===== src/msp430Periph_macros.svh =====
`ifndef MSP430PERIPH_MACROS_SVH
`define MSP430PERIPH_MACROS_SVH

// bus and port widths
`define DATA_WIDTH 16
`define ADDR_WIDTH 16
`define PORT_WIDTH 16
`define VEC_WIDTH 6

// digital port map
`define PORT_BASE 16'h0200
`define PIN_OFS 16'd0
`define POUT_OFS 16'd2
`define PDIR_OFS 16'd4
`define PSEL_OFS 16'd6
`define PIE_OFS 16'd8
`define PIFG_OFS 16'd10

// timer map
`define TIMER_BASE 16'h0340
`define TACTL_OFS 16'd0
`define TAR_OFS 16'd2
`define TACCR0_OFS 16'd4
`define TACCR1_OFS 16'd6
`define TACCR2_OFS 16'd8
`define TAIFG_OFS 16'd10

// TACTL bit positions
`define TA_RUN 0
`define TA_CLEAR 1
`define TA_CCR0_IE 2
`define TA_CCR_IE 3

// interrupt vector numbers
`define VEC_TIMER_CCR0 6'd52
`define VEC_TIMER_CCR 6'd51
`define VEC_PORT 6'd45

`endif

===== src/msp430PeriphPkg.sv =====
`include "msp430Periph_macros.svh"

package msp430PeriphPkg;

    // byte address on the internal register bus
    typedef logic [`ADDR_WIDTH-1:0] regAddr;

    // register and bus data word
    typedef logic [`DATA_WIDTH-1:0] regData;

    // one bit per port pin
    typedef logic [`PORT_WIDTH-1:0] portBits;

    // interrupt vector number
    typedef logic [`VEC_WIDTH-1:0] irqVector;

endpackage


===== src/msp430Periph.sv =====
`timescale 1ns/1ps
`include "msp430Periph_macros.svh"

module msp430Periph (
    input  logic                        SysClock,
    input  logic                        reset,

    input  msp430PeriphPkg::regAddr     awaddr,
    input  logic                        awvalid,
    output logic                        awready,
    input  msp430PeriphPkg::regData     wdata,
    input  logic [`DATA_WIDTH/8-1:0]    wstrb,
    input  logic                        wvalid,
    output logic                        wready,
    output logic [1:0]                  bresp,
    output logic                        bvalid,
    input  logic                        bready,
    input  msp430PeriphPkg::regAddr     araddr,
    input  logic                        arvalid,
    output logic                        arready,
    output msp430PeriphPkg::regData     rdata,
    output logic [1:0]                  rresp,
    output logic                        rvalid,
    input  logic                        rready,

    input  msp430PeriphPkg::portBits    pinIn,
    output msp430PeriphPkg::portBits    pinOut,
    output msp430PeriphPkg::portBits    pinOutEnable,

    output logic                        irq,
    output msp430PeriphPkg::irqVector   irqVector,
    input  logic                        irqAck
);

    msp430PeriphPkg::regAddr regAddr;
    msp430PeriphPkg::regData regWdata;
    msp430PeriphPkg::regData regRdata;
    msp430PeriphPkg::regData portRdata;
    msp430PeriphPkg::regData timerRdata;
    logic                    regWrite;

    logic timerOut1;
    logic timerOut2;
    logic ccr0Irq;
    logic ccrIrq;
    logic portIrq;
    logic ccr0Clear;

    // unselected peripherals return zero
    assign regRdata = portRdata | timerRdata;

    axiLiteRegBridge bridge (
        .SysClock(SysClock), .reset(reset),
        .awaddr(awaddr), .awvalid(awvalid), .awready(awready),
        .wdata(wdata), .wstrb(wstrb), .wvalid(wvalid), .wready(wready),
        .bresp(bresp), .bvalid(bvalid), .bready(bready),
        .araddr(araddr), .arvalid(arvalid), .arready(arready),
        .rdata(rdata), .rresp(rresp), .rvalid(rvalid), .rready(rready),
        .regAddr(regAddr), .regWdata(regWdata), .regWrite(regWrite),
        .regRead(), .regRdata(regRdata)
    );

    digitalPort port (
        .SysClock(SysClock), .reset(reset),
        .regAddr(regAddr), .regWdata(regWdata), .regWrite(regWrite),
        .regRdata(portRdata),
        .pinIn(pinIn), .pinOut(pinOut), .pinOutEnable(pinOutEnable),
        .timerOut1(timerOut1), .timerOut2(timerOut2),
        .portIrq(portIrq)
    );

    timerA timer (
        .SysClock(SysClock), .reset(reset),
        .regAddr(regAddr), .regWdata(regWdata), .regWrite(regWrite),
        .regRdata(timerRdata),
        .ccr0Clear(ccr0Clear),
        .timerOut1(timerOut1), .timerOut2(timerOut2),
        .ccr0Irq(ccr0Irq), .ccrIrq(ccrIrq)
    );

    interruptUnit intUnit (
        .SysClock(SysClock), .reset(reset),
        .ccr0Irq(ccr0Irq), .ccrIrq(ccrIrq), .portIrq(portIrq),
        .irqAck(irqAck),
        .irq(irq), .irqVector(irqVector), .ccr0Clear(ccr0Clear)
    );

endmodule


===== src/interruptUnit.sv =====
`timescale 1ns/1ps
`include "msp430Periph_macros.svh"

module interruptUnit (
    input  logic                        SysClock,
    input  logic                        reset,
    input  logic                        ccr0Irq,
    input  logic                        ccrIrq,
    input  logic                        portIrq,
    input  logic                        irqAck,
    output logic                        irq,
    output msp430PeriphPkg::irqVector   irqVector,
    output logic                        ccr0Clear
);

    msp430PeriphPkg::irqVector nextVector;
    logic                      anyPending;

    assign anyPending = ccr0Irq | ccrIrq | portIrq;

    // fixed priority, CCR0 highest
    always_comb begin
        if (ccr0Irq) begin
            nextVector = `VEC_TIMER_CCR0;
        end else if (ccrIrq) begin
            nextVector = `VEC_TIMER_CCR;
        end else if (portIrq) begin
            nextVector = `VEC_PORT;
        end else begin
            nextVector = '0;
        end
    end

    always_ff @(posedge SysClock) begin
        if (reset) begin
            irq       <= 1'b0;
            irqVector <= '0;
        end else begin
            irq       <= anyPending;
            irqVector <= nextVector;
        end
    end

    // only the CCR0 source is cleared by acknowledge
    assign ccr0Clear = irqAck & irq & (irqVector == `VEC_TIMER_CCR0);

endmodule


===== src/timerA.sv =====
`timescale 1ns/1ps
`include "msp430Periph_macros.svh"

module timerA (
    input  logic                      SysClock,
    input  logic                      reset,
    input  msp430PeriphPkg::regAddr   regAddr,
    input  msp430PeriphPkg::regData   regWdata,
    input  logic                      regWrite,
    output msp430PeriphPkg::regData   regRdata,
    input  logic                      ccr0Clear,
    output logic                      timerOut1,
    output logic                      timerOut2,
    output logic                      ccr0Irq,
    output logic                      ccrIrq
);

    msp430PeriphPkg::regData tactl;
    msp430PeriphPkg::regData tar;
    msp430PeriphPkg::regData taccr0;
    msp430PeriphPkg::regData taccr1;
    msp430PeriphPkg::regData taccr2;

    logic       ccr0Flag;
    logic [2:1] taifg;
    logic       running;
    logic       wrap;
    logic       clearWrite;
    logic [2:1] match;

    assign running    = tactl[`TA_RUN];
    assign wrap       = running & (tar == taccr0);
    assign clearWrite = regWrite & (regAddr == `TIMER_BASE + `TACTL_OFS)
                        & regWdata[`TA_CLEAR];
    assign match      = {running & (tar == taccr2), running & (tar == taccr1)};

    // up mode, period is TACCR0+1
    always_ff @(posedge SysClock) begin
        if (reset) begin
            tar <= '0;
        end else if (clearWrite || wrap) begin
            tar <= '0;
        end else if (running) begin
            tar <= tar + 1'b1;
        end
    end

    always_ff @(posedge SysClock) begin
        if (reset) begin
            tactl    <= '0;
            taccr0   <= '0;
            taccr1   <= '0;
            taccr2   <= '0;
            ccr0Flag <= 1'b0;
            taifg    <= '0;
        end else begin
            // a wrap on the acknowledge edge wins
            if (wrap) begin
                ccr0Flag <= 1'b1;
            end else if (ccr0Clear) begin
                ccr0Flag <= 1'b0;
            end
            taifg <= taifg | match;
            if (regWrite) begin
                case (regAddr)
                    `TIMER_BASE + `TACTL_OFS: begin
                        tactl <= regWdata;
                        // clear bit never reads back
                        tactl[`TA_CLEAR] <= 1'b0;
                    end
                    `TIMER_BASE + `TACCR0_OFS: taccr0 <= regWdata;
                    `TIMER_BASE + `TACCR1_OFS: taccr1 <= regWdata;
                    `TIMER_BASE + `TACCR2_OFS: taccr2 <= regWdata;
                    `TIMER_BASE + `TAIFG_OFS:  taifg  <= regWdata[2:1] | match;
                    default: ;
                endcase
            end
        end
    end

    always_comb begin
        regRdata = '0;
        case (regAddr)
            `TIMER_BASE + `TACTL_OFS:  regRdata = tactl;
            `TIMER_BASE + `TAR_OFS:    regRdata = tar;
            `TIMER_BASE + `TACCR0_OFS: regRdata = taccr0;
            `TIMER_BASE + `TACCR1_OFS: regRdata = taccr1;
            `TIMER_BASE + `TACCR2_OFS: regRdata = taccr2;
            // bit 0 mirrors the CCR0 flag
            `TIMER_BASE + `TAIFG_OFS:  regRdata = {{(`DATA_WIDTH-3){1'b0}}, taifg, ccr0Flag};
            default: regRdata = '0;
        endcase
    end

    // pwm outputs high for the first TACCRn counts of each period
    assign timerOut1 = tar < taccr1;
    assign timerOut2 = tar < taccr2;

    assign ccr0Irq = ccr0Flag & tactl[`TA_CCR0_IE];
    assign ccrIrq  = (|taifg) & tactl[`TA_CCR_IE];

endmodule


===== src/digitalPort.sv =====
`timescale 1ns/1ps
`include "msp430Periph_macros.svh"

module digitalPort (
    input  logic                      SysClock,
    input  logic                      reset,
    input  msp430PeriphPkg::regAddr   regAddr,
    input  msp430PeriphPkg::regData   regWdata,
    input  logic                      regWrite,
    output msp430PeriphPkg::regData   regRdata,
    input  msp430PeriphPkg::portBits  pinIn,
    output msp430PeriphPkg::portBits  pinOut,
    output msp430PeriphPkg::portBits  pinOutEnable,
    input  logic                      timerOut1,
    input  logic                      timerOut2,
    output logic                      portIrq
);

    msp430PeriphPkg::portBits pout;
    msp430PeriphPkg::portBits pdir;
    msp430PeriphPkg::portBits psel;
    msp430PeriphPkg::portBits pie;
    msp430PeriphPkg::portBits pifg;

    msp430PeriphPkg::portBits pinMeta;
    msp430PeriphPkg::portBits pinSync;
    msp430PeriphPkg::portBits pinLast;
    msp430PeriphPkg::portBits pinRise;

    msp430PeriphPkg::portBits periphOut;

    // two-flop synchroniser plus one stage for edge detection
    always_ff @(posedge SysClock) begin
        if (reset) begin
            pinMeta <= '0;
            pinSync <= '0;
            pinLast <= '0;
        end else begin
            pinMeta <= pinIn;
            pinSync <= pinMeta;
            pinLast <= pinSync;
        end
    end

    assign pinRise = pinSync & ~pinLast;

    always_ff @(posedge SysClock) begin
        if (reset) begin
            pout <= '0;
            pdir <= '0;
            psel <= '0;
            pie  <= '0;
            pifg <= '0;
        end else begin
            // new edges are never lost to a write in the same cycle
            pifg <= pifg | (pinRise & pie);
            if (regWrite) begin
                case (regAddr)
                    `PORT_BASE + `POUT_OFS: pout <= regWdata;
                    `PORT_BASE + `PDIR_OFS: pdir <= regWdata;
                    `PORT_BASE + `PSEL_OFS: psel <= regWdata;
                    `PORT_BASE + `PIE_OFS:  pie  <= regWdata;
                    `PORT_BASE + `PIFG_OFS: pifg <= regWdata | (pinRise & pie);
                    default: ;
                endcase
            end
        end
    end

    always_comb begin
        regRdata = '0;
        case (regAddr)
            `PORT_BASE + `PIN_OFS:  regRdata = pinSync;
            `PORT_BASE + `POUT_OFS: regRdata = pout;
            `PORT_BASE + `PDIR_OFS: regRdata = pdir;
            `PORT_BASE + `PSEL_OFS: regRdata = psel;
            `PORT_BASE + `PIE_OFS:  regRdata = pie;
            `PORT_BASE + `PIFG_OFS: regRdata = pifg;
            default: regRdata = '0;
        endcase
    end

    // only pins 0 and 1 have a peripheral function
    assign periphOut = {{(`PORT_WIDTH-2){1'b0}}, timerOut2, timerOut1};

    // per-pin function select
    always_comb begin
        for (int i = 0; i < `PORT_WIDTH; i++) begin
            if (psel[i]) begin
                pinOut[i]       = periphOut[i];
                pinOutEnable[i] = (i < 2);
            end else begin
                pinOut[i]       = pout[i];
                pinOutEnable[i] = pdir[i];
            end
        end
    end

    assign portIrq = |pifg;

endmodule


===== src/axiLiteRegBridge.sv =====
`timescale 1ns/1ps
`include "msp430Periph_macros.svh"

module axiLiteRegBridge (
    input  logic                      SysClock,
    input  logic                      reset,

    input  msp430PeriphPkg::regAddr   awaddr,
    input  logic                      awvalid,
    output logic                      awready,
    input  msp430PeriphPkg::regData   wdata,
    input  logic [`DATA_WIDTH/8-1:0]  wstrb,
    input  logic                      wvalid,
    output logic                      wready,
    output logic [1:0]                bresp,
    output logic                      bvalid,
    input  logic                      bready,

    input  msp430PeriphPkg::regAddr   araddr,
    input  logic                      arvalid,
    output logic                      arready,
    output msp430PeriphPkg::regData   rdata,
    output logic [1:0]                rresp,
    output logic                      rvalid,
    input  logic                      rready,

    output msp430PeriphPkg::regAddr   regAddr,
    output msp430PeriphPkg::regData   regWdata,
    output logic                      regWrite,
    output logic                      regRead,
    input  msp430PeriphPkg::regData   regRdata
);

    logic writeAccept;
    logic readAccept;

    // address and data must arrive together, one write response outstanding
    assign writeAccept = awvalid & wvalid & ~bvalid;

    // a write in the same cycle pushes the read to the next one
    assign readAccept = arvalid & ~rvalid & ~writeAccept;

    assign awready = writeAccept;
    assign wready  = writeAccept;
    assign arready = readAccept;

    // register strobe bus
    assign regWrite = writeAccept;
    assign regRead  = readAccept;
    assign regAddr  = writeAccept ? awaddr : araddr;
    assign regWdata = wdata;

    // always OKAY
    assign bresp = 2'b00;
    assign rresp = 2'b00;

    always_ff @(posedge SysClock) begin
        if (reset) begin
            bvalid <= 1'b0;
        end else if (writeAccept) begin
            bvalid <= 1'b1;
        end else if (bready) begin
            bvalid <= 1'b0;
        end
    end

    always_ff @(posedge SysClock) begin
        if (reset) begin
            rvalid <= 1'b0;
        end else if (readAccept) begin
            rvalid <= 1'b1;
        end else if (rready) begin
            rvalid <= 1'b0;
        end
    end

    // captured at the accept edge, held until the next read
    always_ff @(posedge SysClock) begin
        if (readAccept) begin
            rdata <= regRdata;
        end
    end

endmodule


===== config.mk =====
export PLATFORM = sky130hd
export DESIGN_NAME = msp430Periph
export DESIGN_NICKNAME = d
export VERILOG_FILES = /design/src/msp430PeriphPkg.sv /design/src/msp430Periph.sv /design/src/interruptUnit.sv /design/src/timerA.sv /design/src/digitalPort.sv /design/src/axiLiteRegBridge.sv
export VERILOG_INCLUDE_DIRS = /design/src
export SDC_FILE = /design/constraint.sdc
export NUM_CORES = 1
export LEC_CHECK = 0
export ABC_AREA = 1
export BUFFER_PORTS_ARGS = -buffer_cell sky130_fd_sc_hd__buf_2
export CAP_MARGIN = 5
export CORE_MARGIN = 5
export CORE_UTILIZATION = 25
export DETAILED_ROUTE_END_ITERATION = 12
export GPL_TIMING_DRIVEN = 1
export PLACE_DENSITY = 0.46
export SYNTH_ARGS = -nofsm -noshare
export SYNTH_HDL_FRONTEND = slang
export SYNTH_SLANG_ARGS = --single-unit

===== constraint.sdc =====
create_clock -name SysClock -period 3.5 [get_ports SysClock]
set_input_delay 0.875 -clock SysClock [delete_from_list [all_inputs] [get_ports SysClock]]
set_output_delay 0.875 -clock SysClock [all_outputs]
set_load 0.02 [all_outputs]

==> summary.md <==
| Metric | Value |
|---|---|
| Crit share post-route | `0.965` |
| First-pass GRT wire length | `64200 um` |
| # IOs | `138` |
| Dpl cells | `between 2000 and 2500` |
| Switching power | `between 0.001 and 0.0015 W` |
| DRC viols | `0` |
| Final ANT Viol Nets | `0` |
| Port-buffer cells | `131` |
| Post-synthesis sequential area ratio | `0.414` |
| RSZ-0062 raised after global routing | `false` |
| Die height | `227 um` |
| Core Util, Final | `0.302` |
| DP HPWL | `~31000 um` |
| Seq pwr share | `0.437` |
| CP max-delay cell | `nor4b_1` |
| Largest net degree at the start of global routing | `73` |
| Number of global-route vias before repair | `10500` |
| Commonest non-fill, non-tap cells in the layout | `nor2_1, dfxtp_1, inv_1` |
| Final Critical Period | `~3.4 ns` |
| DRT Wirelength | `42700 um` |
| Setup_tns | `0 ns` |
| Most common cell after layout, fill and taps aside | `nor2_1` |
| Top-area cell type share of the netlist area | `0.373` |
| Synth area leaders | `dfxtp_1, nor2_1, nand3_1` |
| Complex-gate fraction of the synthesized area | `0.137` |
| Ant diodes | `0` |
| Synth async-reset ratio | `0` |
| Crit path cell chain | `inv_1 -> ha_1 -> nand3_1 -> nor4b_1 -> buf_4 -> nand2_1 -> o211ai_1 -> o21ai_2 -> buf_2` |
| #FFs+latches synth | `235` |
| Hold Path Class | `reg2reg` |
| Gr ovfl total | `0` |
| Slew Limit Fails | `0` |
| Die area | `51500 um2` |
| Core area | `46600 um2` |
| Number of setup buffers added after CTS | `0` |
| Final setup vio count | `0` |
| Cell taking the most area after synthesis | `dfxtp_1` |
| Comb power frac | `0.051` |
| Num Clock Sinks | `235` |
| P_int | `0.00483 W` |
| Cell Area, Synth | `11800 um2` |
| Dpl cell area | `13000 um2` |
| Gate Count Post-Synth | `1664` |
| Post-synth EDFFs | `16` |
| Final hold violations | `0` |
| Syn avg cell area | `just over 7 um2` |
| Drt wl/cell | `17.8 um` |
| Gpl congestion | `~0.89` |
| Largest family of logic cells by synthesized area | `simple AND/OR/NAND/NOR gates` |
| CP max FO | `3` |
| Worst vdd ir | `0.322 mV` |
| Xor/xnor share of the synthesized area | `0.0104` |
| CP max stage delay | `0.37 ns` |
| Delay-heaviest family, CP | `simple AND/OR/NAND/NOR gates` |
| Slew headroom | `0.449` |
| Share of layout cells above drive strength 1 | `0.147` |
| Run status | `finished clean` |
| Initial Utilization | `0.252` |
| Worst-path clk slew | `0.06 ns` |
| Yosys Warn Count | `0` |
| CTS Buffer Depth | `3` |
| CP Launch Type | `flip-flop` |
| Static leakage | `6.01 nW` |
| Die W | `227 um` |
| TritonRoute pass-1 iters | `5` |
| Path type of the worst setup path | `reg2out` |
| Root Buffer Master | `clkbuf_16` |
| Net Sw Frac | `0.232` |
| Via count | `11100` |
| CTS buffer count | `28` |
| Initial antenna violation count | `0` |
| Total power | `0.00629 W` |
| Synth Area in Simple Gates | `0.290` |
| WP data required | `2.62 ns` |
| Final instance area | `14000 um2` |
| Critical path buffers and inverters | `3` |
| Cell Rows | `79` |
| Fmax | `296 MHz` |
| Worst Skew | `0.00825 ns` |
| Cell Count, Final, Fillers Out | `2395` |
| CP Capture Type | `output pin` |
| Mux cell area share after synthesis | `0` |
| Net count, final | `~1900` |
| CP arrival | `2.50 ns` |
| Clk pwr share | `0.512` |
| Max Cap Viol | `0` |
| Synth Area in Adders | `0.0351` |
| Yosys cell types | `37` |
| CTS tree | `built` |
| Vias per cell | `4.62` |
| Dominant synthesized flop cell | `dfxtp_1` |
| H-tree depth | `1` |
| Initial DRC Count | `871` |
| Tot GR Track Use | `0.162` |
| Worst-Skew Late Latency | `around 0.56 ns` |
| Worst slew pin tran | `0.824 ns` |
| Layout area overhead | `19.4%` |
| PD cells | `448 nW/um2` |
[cells in the mapped netlist, types with 4 or more instances]
library cell and instances:
dfxtp_1 219, o21ai_1 30, nand2_1 205, nor2_1 325, nand2_2 8, a21oi_1 98, xnor2_1 6, o21ai_0 88
nor2_2 4, buf_4 23, inv_1 209, xor2_1 8, nand3_2 8, edfxtp_1 16, o22ai_1 4, clkbuf_1 22
ha_1 33, buf_2 27, nand4_1 9, buf_6 6, nor3_1 9, o21a_1 58, nand3_1 198, buf_1 23
nor2_4 9
[flip-flops by register name, summed over array words and instances, names as in the netlist, 2 cells and up]
signal	cells
timer.tactl	15
port.pifg	16
port.pinLast	16
timer.taifg	2
port.pie	16
timer.taccr1	16
port.pdir	16
port.pinSync	16
timer.tar	16
port.pout	16
bridge.rdata	16
port.pinMeta	16
timer.taccr0	16
port.psel	16
timer.taccr2	16
intUnit.irqVector	6
[through the flow]
step | worst slack, ns | hold WS (ns)
final | 0.124 | 0.394
after global routing | 0.0479 | 0.420
after CTS | 0.0308 | 0.398
after detailed placement | 0.0869 | 0.393
after global placement | 0.146 | 0.393
after floorplan | 0.419 | 0.388
[final cells by class]
cell class	count	area, um2
tap	607	759
inverter	210	788
clock inverter	14	213
timing repair buffer	171	1010
clock buffer	37	817
sequential	235	4870
fill	5002	32500
multi-input combinational	1121	5590
[final timing paths]
path | start | depth (start not counted) | endpoint | slack [ns]
setup reg to reg | bridge.bvalid | 13 | port.pifg[12] | 0.74
setup / recovery | timer.taccr2[11] | 9 | pinOut[1] | 0.12
hold reg to reg | port.pinMeta[9] | 2 | port.pinSync[9] | 0.39
hold / removal | port.pinMeta[9] | 2 | port.pinSync[9] | 0.39
[kinds of logic after synthesis]
logic type	Yosys count
xor gates and xnor gates	14
other	1
AOI/OAI and AO/OA	286
buffers and inverters	311
DFF	235
adders and majority gates	33
and+or+nand+nor	784
[repair_timing]
item | 4_1_cts | 5_1_grt
endpoints found under the setup margin | 1 | 2
hold buffers | 0 | 0
gates resized for setup | 1 | 4
hold endpoints to repair | 0 | 0
[power by group through the flow]
stage | combinational [W] | sequential (W) | clock (W)
6_report | 0.000321 | 0.00275 | 0.00322
5_1_grt | 0.000352 | 0.00276 | 0.00340
4_1_cts | 0.000325 | 0.00275 | 0.00329
3_5_place_dp | 0.000324 | 0.00281 | 0
3_3_place_gp | 0.000324 | 0.00281 | 0
2_1_floorplan | 0.000175 | 0.00282 | 0
[metal layers]
layer / track usage / part of all wire / vias up
met5: 0 / 0 / -
met4: 0.0441 / 0.026 / 0
met3: 0.0227 / 0.059 / 49
met2: 0.258 / 0.44 / 327
met1: 0.230 / 0.47 / 5147
li1: - / - / 5531
[worst min-delay path: cells and delay by family, from the launching register on]
| family | cells | cell delay [ns] |
|---|---|---|
| flip-flops | 1 | 0.29 |
| buffers and inverters | 1 | 0.04 |
| AND/OR/NAND/NOR | 1 | 0.03 |
Power figures use the tool's default switching activity.
